<file path="src/source/fir_pkg.sv">
// FIR filter definitions
// Sample, coefficient and accumulator types
// Tap count, output shift and the symmetric Q16 low-pass coefficient table

package fir_pkg;

  //////////////////////////////////////////////////////////////////////
  // Data types
  //////////////////////////////////////////////////////////////////////

  typedef logic signed [15:0] sample_t;  // Input or filtered sample
  typedef logic signed [19:0] coef_t;    // Q16 coefficient
  typedef logic signed [47:0] acc_t;     // Holds the sum of 32 products with headroom

  //////////////////////////////////////////////////////////////////////
  // Filter constants
  //////////////////////////////////////////////////////////////////////

  localparam int NUM_TAPS  = 32;
  localparam int OUT_SHIFT = 16;         // Fraction bits dropped on output

  // Low-pass response in order C00 to C31
  // Index k multiplies tap k, where tap 0 is the newest sample
  localparam coef_t FIR_COEFS [NUM_TAPS] = '{
    20'shFFF9E, 20'shFFF86, 20'shFFFA7, 20'sh0003B,  // C00 to C03
    20'sh0014B, 20'sh0024A, 20'sh00222, 20'shFFFE4,  // C04 to C07
    20'shFFBC5, 20'shFF7CA, 20'shFF74E, 20'shFFD74,  // C08 to C11
    20'sh00B1A, 20'sh01DAC, 20'sh02F9E, 20'sh03AA9,  // C12 to C15 with the peak at C15
    20'sh03AA9, 20'sh02F9E, 20'sh01DAC, 20'sh00B1A,  // C16 to C19 mirror C15 down to C12
    20'shFFD74, 20'shFF74E, 20'shFF7CA, 20'shFFBC5,  // C20 to C23
    20'shFFFE4, 20'sh00222, 20'sh0024A, 20'sh0014B,  // C24 to C27
    20'sh0003B, 20'shFFFA7, 20'shFFF86, 20'shFFF9E   // C28 to C31
  };

endpackage
</file>
<file path="src/source/frame_pkg.sv">
// Framing definitions
// Filtered sample struct passed from the MAC to the frame collector
// Default frame length

package frame_pkg;

  //////////////////////////////////////////////////////////////////////
  // Frame geometry
  //////////////////////////////////////////////////////////////////////

  localparam int FRAME_LEN_DEFAULT = 16;  // Words per frame for the transform stage

  //////////////////////////////////////////////////////////////////////
  // Filtered sample
  //////////////////////////////////////////////////////////////////////

  // One filtered word with its strobe
  // The strobe is high for a single cycle per word
  typedef struct packed {
    logic              valid;  // Data is a new filtered sample
    fir_pkg::sample_t  data;   // Rounded 16 bit filter output
  } fir_out_t;

endpackage

</file>
<file path="src/source/frame_collector.sv">
// Serial to parallel framing
// Collects consecutive filtered samples into frames of FRAME_LEN words
// Publishes the finished frame with a one cycle strobe

`timescale 1ns/1ns

module frame_collector #(
  parameter int FRAME_LEN = 16                            // Words per frame
) (
  input  logic                clk,
  input  logic                rst,
  input  frame_pkg::fir_out_t fir_out,                    // Filtered word and strobe
  output fir_pkg::sample_t    frame [FRAME_LEN],          // Slot 0 is the oldest
  output logic                frame_valid                 // Frame complete
);

  localparam int IDX_W = $clog2(FRAME_LEN);

  logic [IDX_W-1:0] wr_idx;                               // Next slot to write
  logic             last_slot;
  fir_pkg::sample_t hold_q [FRAME_LEN-1];                 // Words of the frame in progress

  assign last_slot = (wr_idx == IDX_W'(FRAME_LEN - 1));

  //////////////////////////////////////////////////////////////////////
  // Write index
  //////////////////////////////////////////////////////////////////////

  // Advances only on filtered words so frames run across input gaps
  always_ff @(posedge clk or posedge rst) begin
    if (rst) begin
      wr_idx <= '0;
    end else if (fir_out.valid) begin
      wr_idx <= last_slot ? '0 : wr_idx + 1'b1;
    end
  end

  //////////////////////////////////////////////////////////////////////
  // Slot storage
  //////////////////////////////////////////////////////////////////////

  // Early words wait here until the last one arrives
  always_ff @(posedge clk or posedge rst) begin
    if (rst) begin
      for (int i = 0; i < FRAME_LEN - 1; i++) begin
        hold_q[i] <= '0;
      end
    end else if (fir_out.valid && !last_slot) begin
      hold_q[wr_idx] <= fir_out.data;
    end
  end

  // Whole frame moves out at once so the next frame can start filling
  always_ff @(posedge clk or posedge rst) begin
    if (rst) begin
      for (int i = 0; i < FRAME_LEN; i++) begin
        frame[i] <= '0;
      end
      frame_valid <= 1'b0;
    end else begin
      frame_valid <= fir_out.valid && last_slot;
      if (fir_out.valid && last_slot) begin
        for (int i = 0; i < FRAME_LEN - 1; i++) begin
          frame[i] <= hold_q[i];
        end
        frame[FRAME_LEN-1] <= fir_out.data;               // Newest word closes the frame
      end
    end
  end

  //////////////////////////////////////////////////////////////////////
  // Checks
  //////////////////////////////////////////////////////////////////////

  a_idx_in_range: assert property (
    @(posedge clk) disable iff (rst)
    wr_idx <= IDX_W'(FRAME_LEN - 1)
  ) else $error("frame write index out of range");

endmodule

</file>
<file path="config.mk">
export PLATFORM = sky130hd
export DESIGN_NAME = frame_collector
export DESIGN_NICKNAME = d
export VERILOG_FILES = /design/src/source/fir_pkg.sv /design/src/source/frame_pkg.sv /design/src/source/frame_collector.sv
export SDC_FILE = /design/constraint.sdc
export NUM_CORES = 1
export LEC_CHECK = 0
export BUFFER_PORTS_ARGS = -buffer_cell sky130_fd_sc_hd__buf_2
export CORE_ASPECT_RATIO = 2
export CORE_MARGIN = 3
export CORE_UTILIZATION = 29
export CTS_CLUSTER_SIZE = 40
export DETAILED_ROUTE_END_ITERATION = 12
export HOLD_SLACK_MARGIN = 0.15
export SYNTH_ARGS = -nofsm -noshare
export SYNTH_HDL_FRONTEND = slang
export SYNTH_SLANG_ARGS = --single-unit
export TNS_END_PERCENT = 20
</file>
<file path="constraint.sdc">
create_clock -name clk -period 43.6 [get_ports clk]
set_input_delay 2.18 -clock clk [delete_from_list [all_inputs] [get_ports clk]]
set_output_delay 2.18 -clock clk [all_outputs]
set_load 0.02 [all_outputs]
</file>
==> results.yml <==
run_status:
  status: "finished clean"
layout:
  final_layout_size_suffix_gt1_frac: 0.460
  synthToLayoutAreaGrowth_pct: 18.6
  antenna_cells: 0
  stdcell_count: 2285
  fin_nets: 1394
clock_network:
  numCtsBuffers: 47
  post_cts_buffers: 0
  cts_hold_buf: 0
  clk_pin_slew_ns: 0.06
  insertion_delay_ns: 0.58
  htreeDepth: 2
  cts_tree: "done"
  cts_resized: 0
  clock_path_buffers: 3
  root_buffer: "clkbuf_16"
  clock_sinks: 501
timing:
  relSlewSlack: 0.192
  finalClockSkew_ns: 0.0179
  tns_ns: 0
  rsz0062_at_grt: "false"
  layout_min_cycle_time_ns: 4.86
  worst_pin_slew_ns: 1.21
  setup_viol: 0
  fmax_mhz: 206
  fin_crit_sh: 0.111
  final_max_slew_viol_count: 0
  hold_viol_final: 0
die:
  rows: 133
  dieArea_sq_um: 69900
  core_area_sq_um: 65900
  start_util: 0.293
  die_w_um: 189
  die_y_um: 371
  boundaryPins: 276
route:
  ant_nets: 0
  first_iter_violations: 322
  drc_errors: 0
  routed_wl_um: 48100
  vias_per_cell: 4.46
  vias: 10200
  first_pass_iters: 4
  wl_per_cell_um: 21.1
grt:
  grt-ovfl-total: 0
  grt_max_degree: 92
  track_usage: 0.138
  antenna_found_initial: 2
  grt_pass1_vias: 11200
  grt_pass1_wl_um: 72900
synth:
  synth_seq_area_share: 0.649
  synth_cell_type_count: 26
  synthFlopType: "dfrtp_1"
  synth_edf_count: 0
  synth_area_leaders: "dfrtp_1, mux2_1, mux2_2, mux2_4, buf_6"
  syn_inst: 1104
  async_reset_ff_frac: 1.00
  syn_nets: 1127
  synth.avg_cell_area_sq_um: 17.5
  synth_top_area_cell: "dfrtp_1"
  synth_seq_cells: 501
  yosysWarnings: 0
  ys_top_cells_by_count: "dfrtp_1, mux2_1, mux2_2"
  synth_top_area_frac: 0.649
  synth_area_sq_um: 19300
  synth_most_common_cell: "dfrtp_1"
place:
  hpwl_um: 32400
  port_buffers: 275
  gp_congestion: 0.739
  dpl.cell_count: 2199
hold_path:
  hold_depth: 1
  hold_path.class: "register to register"
  whs_endpoint: "frame[73]$_DFFE_PP0P_"
  min_from: "hold_q[57]$_DFFE_PP0P_"
critical_path:
  r2r-start: "wr_idx[0]$_DFFE_PP0P_"
  cp.arrival_ns: 5.32
  cp_max_fo: 87
  worstReg2RegEnd: "frame[227]$_DFFE_PP0P_"
  start_kind: "primary input"
  end_kind: "register"
  r2r_cells: 5
  reg2reg_slack_ns: 39.87
  crit_required_ns: 44.06
  critPathKind: "primary input to register"
power:
  power_density_nw_per_um2: 73.1
  p_leak_nw: 12.0
  peakVddDrop_mv: 0.0448
job:
  maxCapViolations: 0
[stage by stage]
step           area (sq um)  utilization  hold slack, ns  total power, W  setup WS [ns]
6_report              22900        0.348           0.477         0.00167          38.74
5_1_grt               22900        0.348           0.491         0.00177          38.55
4_1_cts               22900        0.348           0.480         0.00170          38.71
3_5_place_dp          21300        0.323           0.466         0.00127          38.08
3_3_place_gp          21300        0.323           0.460         0.00125          38.14
2_1_floorplan         19300            -           0.452         0.00109          27.43
[state kept, by name (all words and copies together) (netlist names)]
name         cells
frame_valid      1
frame          256
wr_idx           4
hold_q         240
[per-layer routing]
layer  wire length, um  global-route usage  up-vias
met1             18200               0.153     5402
met3              2380              0.0260       88
met5                13                   0        -
met2             25700               0.256      264
li1                  -                   -     4426
met4              1880              0.0579        2
[kinds of logic after synthesis]
family | Yosys count | share of synthesized area
flops | 501 | 0.649
buf+inv | 70 | 0.0295
mux | 496 | 0.301
simple gates | 28 | 0.0167
xor+xnor | 1 | 0.000453
fa+ha+maj | 4 | 0.00259
compound gates | 4 | 0.00104
[critical path, cell delays in order]
cell and delay (ns):
buf_2 0.25, nand4_4 0.67, buf_4 0.65, buf_4 0.99, mux2_2 0.42
[how the worst max path moves through the flow]
stage | startpoint | to | slack, ns | cells after the start
after global routing | fir_out[16] | frame[224]$_DFFE_PP0P_ | 38.55 | 5
final | fir_out[16] | frame[227]$_DFFE_PP0P_ | 38.74 | 5
after detailed placement | fir_out[16] | frame[227]$_DFFE_PP0P_ | 38.08 | 5
after CTS | fir_out[16] | frame[227]$_DFFE_PP0P_ | 38.71 | 5
after global placement | fir_out[16] | frame[224]$_DFFE_PP0P_ | 38.14 | 5
after floorplan | rst | frame[0]$_DFFE_PP0P_ | 27.43 | 1
[power breakdown]
| group | internal (W) | switching (W) |
|---|---|---|
| logic | 0.000223 | 0.000260 |
| clock network | 0.000237 | 0.000186 |
| registers | 0.000662 | 0.000106 |
| total | 0.00112 | 0.000552 |
[placed cells by master (no fill, tap or decap), drive strengths merged, types with 3 or more instances in the layout]
cell and count:
nand3 7, inv 8, clkinvlp 3, buf 284, ha 4, mux2 496
o21ai 3, clkbuf 69, dfrtp 501, clkinv 8, nand2 10
[cell type report]
class | instances | area (sq um)
inverters | 4 | 22.5
flip-flops and latches | 501 | 12500
clock inverters | 17 | 206
clock buffers | 69 | 1390
repair buffers | 284 | 1440
fillers | 6449 | 43000
multi-input cells | 533 | 6210
well taps | 877 | 1100
(Power assumes the default switching activity.)
