`src/source/fir_pkg.sv`:
```
// FIR filter definitions
// Sample, coefficient and accumulator types
// Tap count, output shift and the symmetric Q16 low-pass coefficient table

package fir_pkg;

  //////////////////////////////////////////////////////////////////////
  // Data types
  //////////////////////////////////////////////////////////////////////

  typedef logic signed [15:0] sample_t;  // Input or filtered sample
  typedef logic signed [19:0] coef_t;    // Q16 coefficient
  typedef logic signed [47:0] acc_t;     // Holds the sum of 32 products with headroom

  //////////////////////////////////////////////////////////////////////
  // Filter constants
  //////////////////////////////////////////////////////////////////////

  localparam int NUM_TAPS  = 32;
  localparam int OUT_SHIFT = 16;         // Fraction bits dropped on output

  // Low-pass response in order C00 to C31
  // Index k multiplies tap k, where tap 0 is the newest sample
  localparam coef_t FIR_COEFS [NUM_TAPS] = '{
    20'shFFF9E, 20'shFFF86, 20'shFFFA7, 20'sh0003B,  // C00 to C03
    20'sh0014B, 20'sh0024A, 20'sh00222, 20'shFFFE4,  // C04 to C07
    20'shFFBC5, 20'shFF7CA, 20'shFF74E, 20'shFFD74,  // C08 to C11
    20'sh00B1A, 20'sh01DAC, 20'sh02F9E, 20'sh03AA9,  // C12 to C15 with the peak at C15
    20'sh03AA9, 20'sh02F9E, 20'sh01DAC, 20'sh00B1A,  // C16 to C19 mirror C15 down to C12
    20'shFFD74, 20'shFF74E, 20'shFF7CA, 20'shFFBC5,  // C20 to C23
    20'shFFFE4, 20'sh00222, 20'sh0024A, 20'sh0014B,  // C24 to C27
    20'sh0003B, 20'shFFFA7, 20'shFFF86, 20'shFFF9E   // C28 to C31
  };

endpackage
```
`src/source/fir_tap_line.sv`:
```
// FIR input delay line
// Shifts accepted samples into a 32 deep tap line with tap 0 newest
// Counts consecutive samples and flags a complete window

`timescale 1ns/1ns

module fir_tap_line (
  input  logic              clk,
  input  logic              rst,
  input  logic              data_valid,                   // Sample strobe
  input  fir_pkg::sample_t  data,                         // New sample
  output fir_pkg::sample_t  taps [fir_pkg::NUM_TAPS],     // Delay line with tap 0 newest
  output logic              window_ready                  // Last NUM_TAPS samples consecutive
);

  localparam int CNT_W = $clog2(fir_pkg::NUM_TAPS + 1);

  logic [CNT_W-1:0] fill_cnt;                             // Consecutive samples seen
  logic [CNT_W-1:0] fill_nxt;

  //////////////////////////////////////////////////////////////////////
  // Fill counter
  //////////////////////////////////////////////////////////////////////

  // Saturates at a full window and restarts on any idle cycle
  always_comb begin
    if (!data_valid) begin
      fill_nxt = '0;                                      // Gap breaks the run
    end else if (fill_cnt == CNT_W'(fir_pkg::NUM_TAPS)) begin
      fill_nxt = fill_cnt;                                // Hold at full
    end else begin
      fill_nxt = fill_cnt + 1'b1;
    end
  end

  always_ff @(posedge clk or posedge rst) begin
    if (rst) begin
      fill_cnt     <= '0;
      window_ready <= 1'b0;
    end else begin
      fill_cnt     <= fill_nxt;
      window_ready <= data_valid && (fill_nxt == CNT_W'(fir_pkg::NUM_TAPS));
    end
  end

  //////////////////////////////////////////////////////////////////////
  // Delay line
  //////////////////////////////////////////////////////////////////////

  // Taps keep their contents through gaps
  always_ff @(posedge clk or posedge rst) begin
    if (rst) begin
      for (int k = 0; k < fir_pkg::NUM_TAPS; k++) begin
        taps[k] <= '0;
      end
    end else if (data_valid) begin
      taps[0] <= data;                                    // Newest sample enters here
      for (int k = 1; k < fir_pkg::NUM_TAPS; k++) begin
        taps[k] <= taps[k-1];
      end
    end
  end

  //////////////////////////////////////////////////////////////////////
  // Checks
  //////////////////////////////////////////////////////////////////////

  a_fill_in_range: assert property (
    @(posedge clk) disable iff (rst)
    fill_cnt <= CNT_W'(fir_pkg::NUM_TAPS)
  ) else $error("fill count above tap count");

endmodule

```
`config.mk`:
```
export PLATFORM = sky130hd
export DESIGN_NAME = fir_tap_line
export DESIGN_NICKNAME = d
export VERILOG_FILES = /design/src/source/fir_pkg.sv /design/src/source/fir_tap_line.sv
export SDC_FILE = /design/constraint.sdc
export NUM_CORES = 1
export LEC_CHECK = 0
export ABC_CLOCK_PERIOD_IN_PS = 29300
export BUFFER_PORTS_ARGS = -buffer_cell sky130_fd_sc_hd__clkbuf_2
export CAP_MARGIN = 20
export CORE_UTILIZATION = 35
export CTS_CLUSTER_SIZE = 30
export DETAILED_ROUTE_END_ITERATION = 7
export GPL_TIMING_DRIVEN = 0
export SETUP_SLACK_MARGIN = 0.3
export SLEW_MARGIN = 20
export SYNTH_ARGS = -nofsm -noshare
export SYNTH_HDL_FRONTEND = slang
export SYNTH_SLANG_ARGS = --single-unit
```
`constraint.sdc`:
```
create_clock -name clk -period 29.3 [get_ports clk]
set_clock_uncertainty 0.2 [all_clocks]
set_input_delay 4.395 -clock clk [delete_from_list [all_inputs] [get_ports clk]]
set_output_delay 4.395 -clock clk [all_outputs]
set_load 0.1 [all_outputs]
```
==> results of run 1 <==
==> worst max-delay path by stage <==
stage                          startpoint                     to  depth (start not counted)
CTS                 taps[354]$_DFFE_PP0P_              taps[354]                          1
detailed placement                    rst  taps[232]$_DFFE_PP0P_                          5
global placement                      rst  taps[231]$_DFFE_PP0P_                          2
global route        taps[354]$_DFFE_PP0P_              taps[354]                          1
finish              taps[354]$_DFFE_PP0P_              taps[354]                          1
floorplan                             rst  fill_cnt[0]$_DFF_PP0_                          1
==> routing by layer <==
| metal | vias to the layer above | share of wire (%) | global-route usage [%] |
|---|---|---|---|
| met5 | - | 0 | 0 |
| li1 | 5156 | - | - |
| met4 | 0 | 2.6 | 5.25 |
| met1 | 6094 | 41 | 22.5 |
| met2 | 374 | 48 | 29.1 |
| met3 | 87 | 8.6 | 6.94 |
==> sequential cells by signal, indices dropped and copies added, names as in the netlist <==
signal,cells
window_ready,1
fill_cnt,6
taps,512
==> cell families after synthesis <==
kind of cell	synth area share [%]
flops	67.4
simple gates	0.519
compound gates	0.0974
fa+ha+maj	0.130
buf+inv	1.71
mux	30.0
xor+xnor	0.182
==> layout by cell type, fill, tap and decap left out, drive strengths merged <==
master	Yosys	routed
clkbuf	0	610
dfrtp	519	519
mux2	512	512
buf	58	63
clkinv	0	10
inv	3	5
xor2	3	3
nand2	3	3
clkinvlp	0	3
nand3	2	2
and2	2	2
nand2b	2	2
ha	2	2
bufinv	0	2
diode	0	1
nor2b	1	1
nand4bb	1	1
or2	1	1
and3	1	1
xnor2	1	1
o31ai	1	1
a21oi	1	1
nor2	1	1
mux2i	1	1
a31oi	1	1
nor4b	1	1
==> stage by stage <==
stage                     worst slack (ns)  hold WS [ns]  cells  util (%)
after detailed placement             22.86         0.295   2348      42.4
after floorplan                      10.21         0.304   1117         -
final                                23.08         0.305   2446      45.8
after global placement                4.79         0.289   2343      42.1
after CTS                            23.04         0.309   2445      45.8
after global routing                 23.03         0.322   2445      45.8
==> layout make-up <==
type                       count  area, µm²
timing repair buffer         535       2790
tap                          696        871
buffer                        58        318
clock inverter                17        173
fill                        4861      29400
inverter                       3       18.8
antenna                        1       2.50
sequential                   519      13000
clock buffer                  80       1660
multi-input combinational    537       5950
==> out/metrics.cfg, run 1 <==
[die]
dieArea_um2 = 56000
die_x_um = 237
rows = 85
num_io_pins = 532
fp.dieH_um = 237
initial_core_util_pct = 35.6
coreArea_um2 = 54100

[routing]
drtPass1Iterations = 6
viasPerCell = 4.79
num_vias = 11711
drc = 0
wire_per_inst_um = 20.8
routed_wl_um = 50900
drt_iter0_markers = 350
drtAntennaViolNets = 0

[status]
status = complete, no violations

[sta]
rsz0062_at_grt = false
min_period_ns = 6.22
relSlewSlack_pct = 58.6
tightest_slew_ns = 0.624
fmax_mhz = 161
final_max_slew_viol_count = 0
period_share_pct = 21.2
tns_ns = 0
finalSetupViolations = 0
hold_viol = 0

[synth]
async_reset_ff_share_pct = 100
yosysTopAreaCellShare_pct = 67.4
synth_common_cells = dfrtp_1 (519), mux2_2 (512), buf_2 (47)
synth_area_leader_cell = dfrtp_1
syn_nets = 1138
yosysMostFrequentCell = dfrtp_1
yosysUniqueCellTypes = 22
postSynthAreaPerCell_um2 = 17.3
synth_edf_count = 0
synthTopCellsByArea = dfrtp_1 (67%), mux2_2 (30%), buf_2 (1.2%)
syn_area_um2 = 19300
ys_seq_area_share_pct = 67.4
yosys_warnings = 0
synthFlopType = dfrtp_1
syn_inst = 1117
ys_ff_latch = 519

[setup_path]
path_class = flip-flop to primary output
crit_family = buffers and inverters
cp.required_ns = 24.70
worstPathArrival_ns = 1.62
r2r_end = window_ready$_DFF_PP0_
crit_path_max_fanout = 4
worst-path-buf-inv = 1
crit_path_top_delay_cell = clkbuf_2
end_kind = primary output
r2r_setup_slack_ns = 27.49
critPathMaxStageDelay_ns = 0.55
path_cells = clkbuf_2
start_kind = flip-flop
rr_startpoint = fill_cnt[0]$_DFF_PP0_
ff2ff_path_depth = 6

[cts]
root_buffer = clkbuf_16
cts.sinks = 519
postCtsSetupBuffers = 0
cts_buffers = 56
cts_resized = 0
hold_buffers = 0
h-tree-depth = 2
clk_path_buf_depth = 3
clkLatencyLatePin_ns = 0.60
clk_pin_slew_ns = 0.06
cts_tree = done

[grt]
first_global_vias = 12258
grt_max_degree = 111
grt-ovfl-total = 0
grt_pass1_wl_um = 77700
grt_usage_pct = 18.1
antenna_found_initial = 1

[placed_design]
hpwl_um = 38100
io_buffers = 530
place_area_um2 = 22900
place_congestion = 0.820

[min_path]
min_from = taps[2]$_DFFE_PP0P_
min_to = taps[2]$_DFFE_PP0P_
holdPathStages = 1
hold_path.class = flip-flop to flip-flop

[job]
cap_violations = 0

[cells_and_area]
final_cell_area_um2 = 24800
drive_gt1_share_pct = 68.4
fin_nets = 1731
area_delta_synth_final_pct = 28.6

Power of run 1 is not shown: default switching activity piles up to over one toggle a cycle in this logic, so the estimate is an artifact.
==> run 2: changes to the inputs <==
ABC_CLOCK_PERIOD_IN_PS = 5280   (was 29300)
clock period = 5.28 ns   (was 29.3 ns; I/O delays follow)
==> run 2 against run 1 <==
  * Sequential cell count stayed put
  * Critical path depth stayed put
  * Non-clock buffer count is 13 higher
  * Highest routed layer unchanged
  * Critical path type unchanged
  * Global-route usage is 0.23 points higher
==> out/metrics.cfg, run 2 (synthesis gave the netlist of run 1 again) <==
[setup_path]
end_kind = primary output
cp.required_ns = 4.29
worstPathArrival_ns = 1.56
start_kind = flip-flop
path_class = flip-flop to primary output
crit_path_top_delay_cell = clkbuf_2
crit_family = buffers and inverters
r2r_setup_slack_ns = 3.46
critPathMaxStageDelay_ns = 0.50
worst-path-buf-inv = 1
path_cells = clkbuf_2
crit_path_max_fanout = 3

[die]
die_x_um = 237
coreArea_um2 = 54100
fp.dieH_um = 237
num_io_pins = 532
dieArea_um2 = 56000
initial_core_util_pct = 35.6
rows = 85

[sta]
tightest_slew_ns = 0.661
fmax_mhz = 392
relSlewSlack_pct = 56.1
hold_viol = 0
layout_setup_ws_ns = 2.73
period_share_pct = 48.3
min_period_ns = 2.55
finalSetupViolations = 0
final_max_slew_viol_count = 0
rsz0062_at_grt = false

[cells_and_area]
largest_register_ffs = 512
nFillCells = 4864
final_common_cell = clkbuf_2
drive_gt1_share_pct = 68.6
largest_register = taps
antenna-diode-count = 0
area_delta_synth_final_pct = 29.8
fin_nets = 1744
final_cell_mix = clkbuf_2 (530), dfrtp_1 (519), mux2_2 (512)
multi_input_area_um2 = 5950
largest_registers = taps x512, fill_cnt x6, window_ready x1
seq_area_um2 = 13000

[placed_design]
hpwl_um = 39000
place_congestion = 0.821
dp_slack_ns = 2.63
io_buffers = 530

[cts]
clkLatencyLatePin_ns = 0.60
cts_buffers = 56
cts.sinks = 519
clk_pin_slew_ns = 0.06
root_buffer = clkbuf_16
h-tree-depth = 2
cts_resized = 0
clk_path_buf_depth = 3
cts_tree = done

[grt]
grt_usage_pct = 18.3
grt-ovfl-total = 0
antenna_found_initial = 1
grt_max_degree = 36
first_global_vias = 12597
grt_pass1_wl_um = 79100

[routing]
drc = 0
drtPass1Iterations = 4
drt_iter0_markers = 393
drtAntennaViolNets = 0
wire_per_inst_um = 20.7
num_vias = 11749
viasPerCell = 4.77
routed_wl_um = 51100

[job]
cap_violations = 0

[min_path]
hold_path.class = input port to flip-flop

[status]
status = complete, no violations

-- run 2: per-layer routing --
metal	part of all wire, %	global-route usage, %	vias to the layer above
li1	-	-	5174
met1	41	22.7	6121
met2	48	30.0	383
met3	8.3	6.41	71
met4	2.4	5.35	0
met5	0	0	-
-- run 2: final timing paths --
kind	cells after the start	startpoint	end
min	2	data[4]	taps[500]$_DFFE_PP0P_
max in group asynchronous	8	rst	taps[266]$_DFFE_PP0P_
min reg2reg	1	taps[8]$_DFFE_PP0P_	taps[8]$_DFFE_PP0P_
min in group asynchronous	3	rst	taps[482]$_DFFE_PP0P_
max reg2reg	6	fill_cnt[0]$_DFF_PP0_	window_ready$_DFF_PP0_
max	1	taps[260]$_DFFE_PP0P_	taps[260]
-- run 2: what timing repair did --
item | in CTS | in global routing
hold endpoints to repair | 11 | 0
hold buffers | 1 | 0
buffers inserted | 0 | 0
-- run 2: layout make-up --
cell class / count / area share, %
clock inverter: 22 / 0.865
inverter: 3 / 0.0600
timing repair buffer: 548 / 12.0
tap: 696 / 3.48
buffer: 58 / 1.27
clock buffer: 82 / 6.59
sequential: 519 / 51.9
multi-input combinational: 537 / 23.8
-- run 2: metrics by stage --
stage                     util, %  instance area (µm²)  setup TNS [ns]  hold slack, ns  cells
after floorplan                 -                19300        -1433.60           0.304   1117
after global placement       42.1                22800        -2869.48           0.289   2343
after detailed placement     42.8                23100               0           0.297   2360
after CTS                    46.2                25000               0           0.181   2465
after global routing         46.2                25000               0           0.195   2465
final                        46.2                25000               0           0.226   2465
Power of run 2 is left out for the same reason.
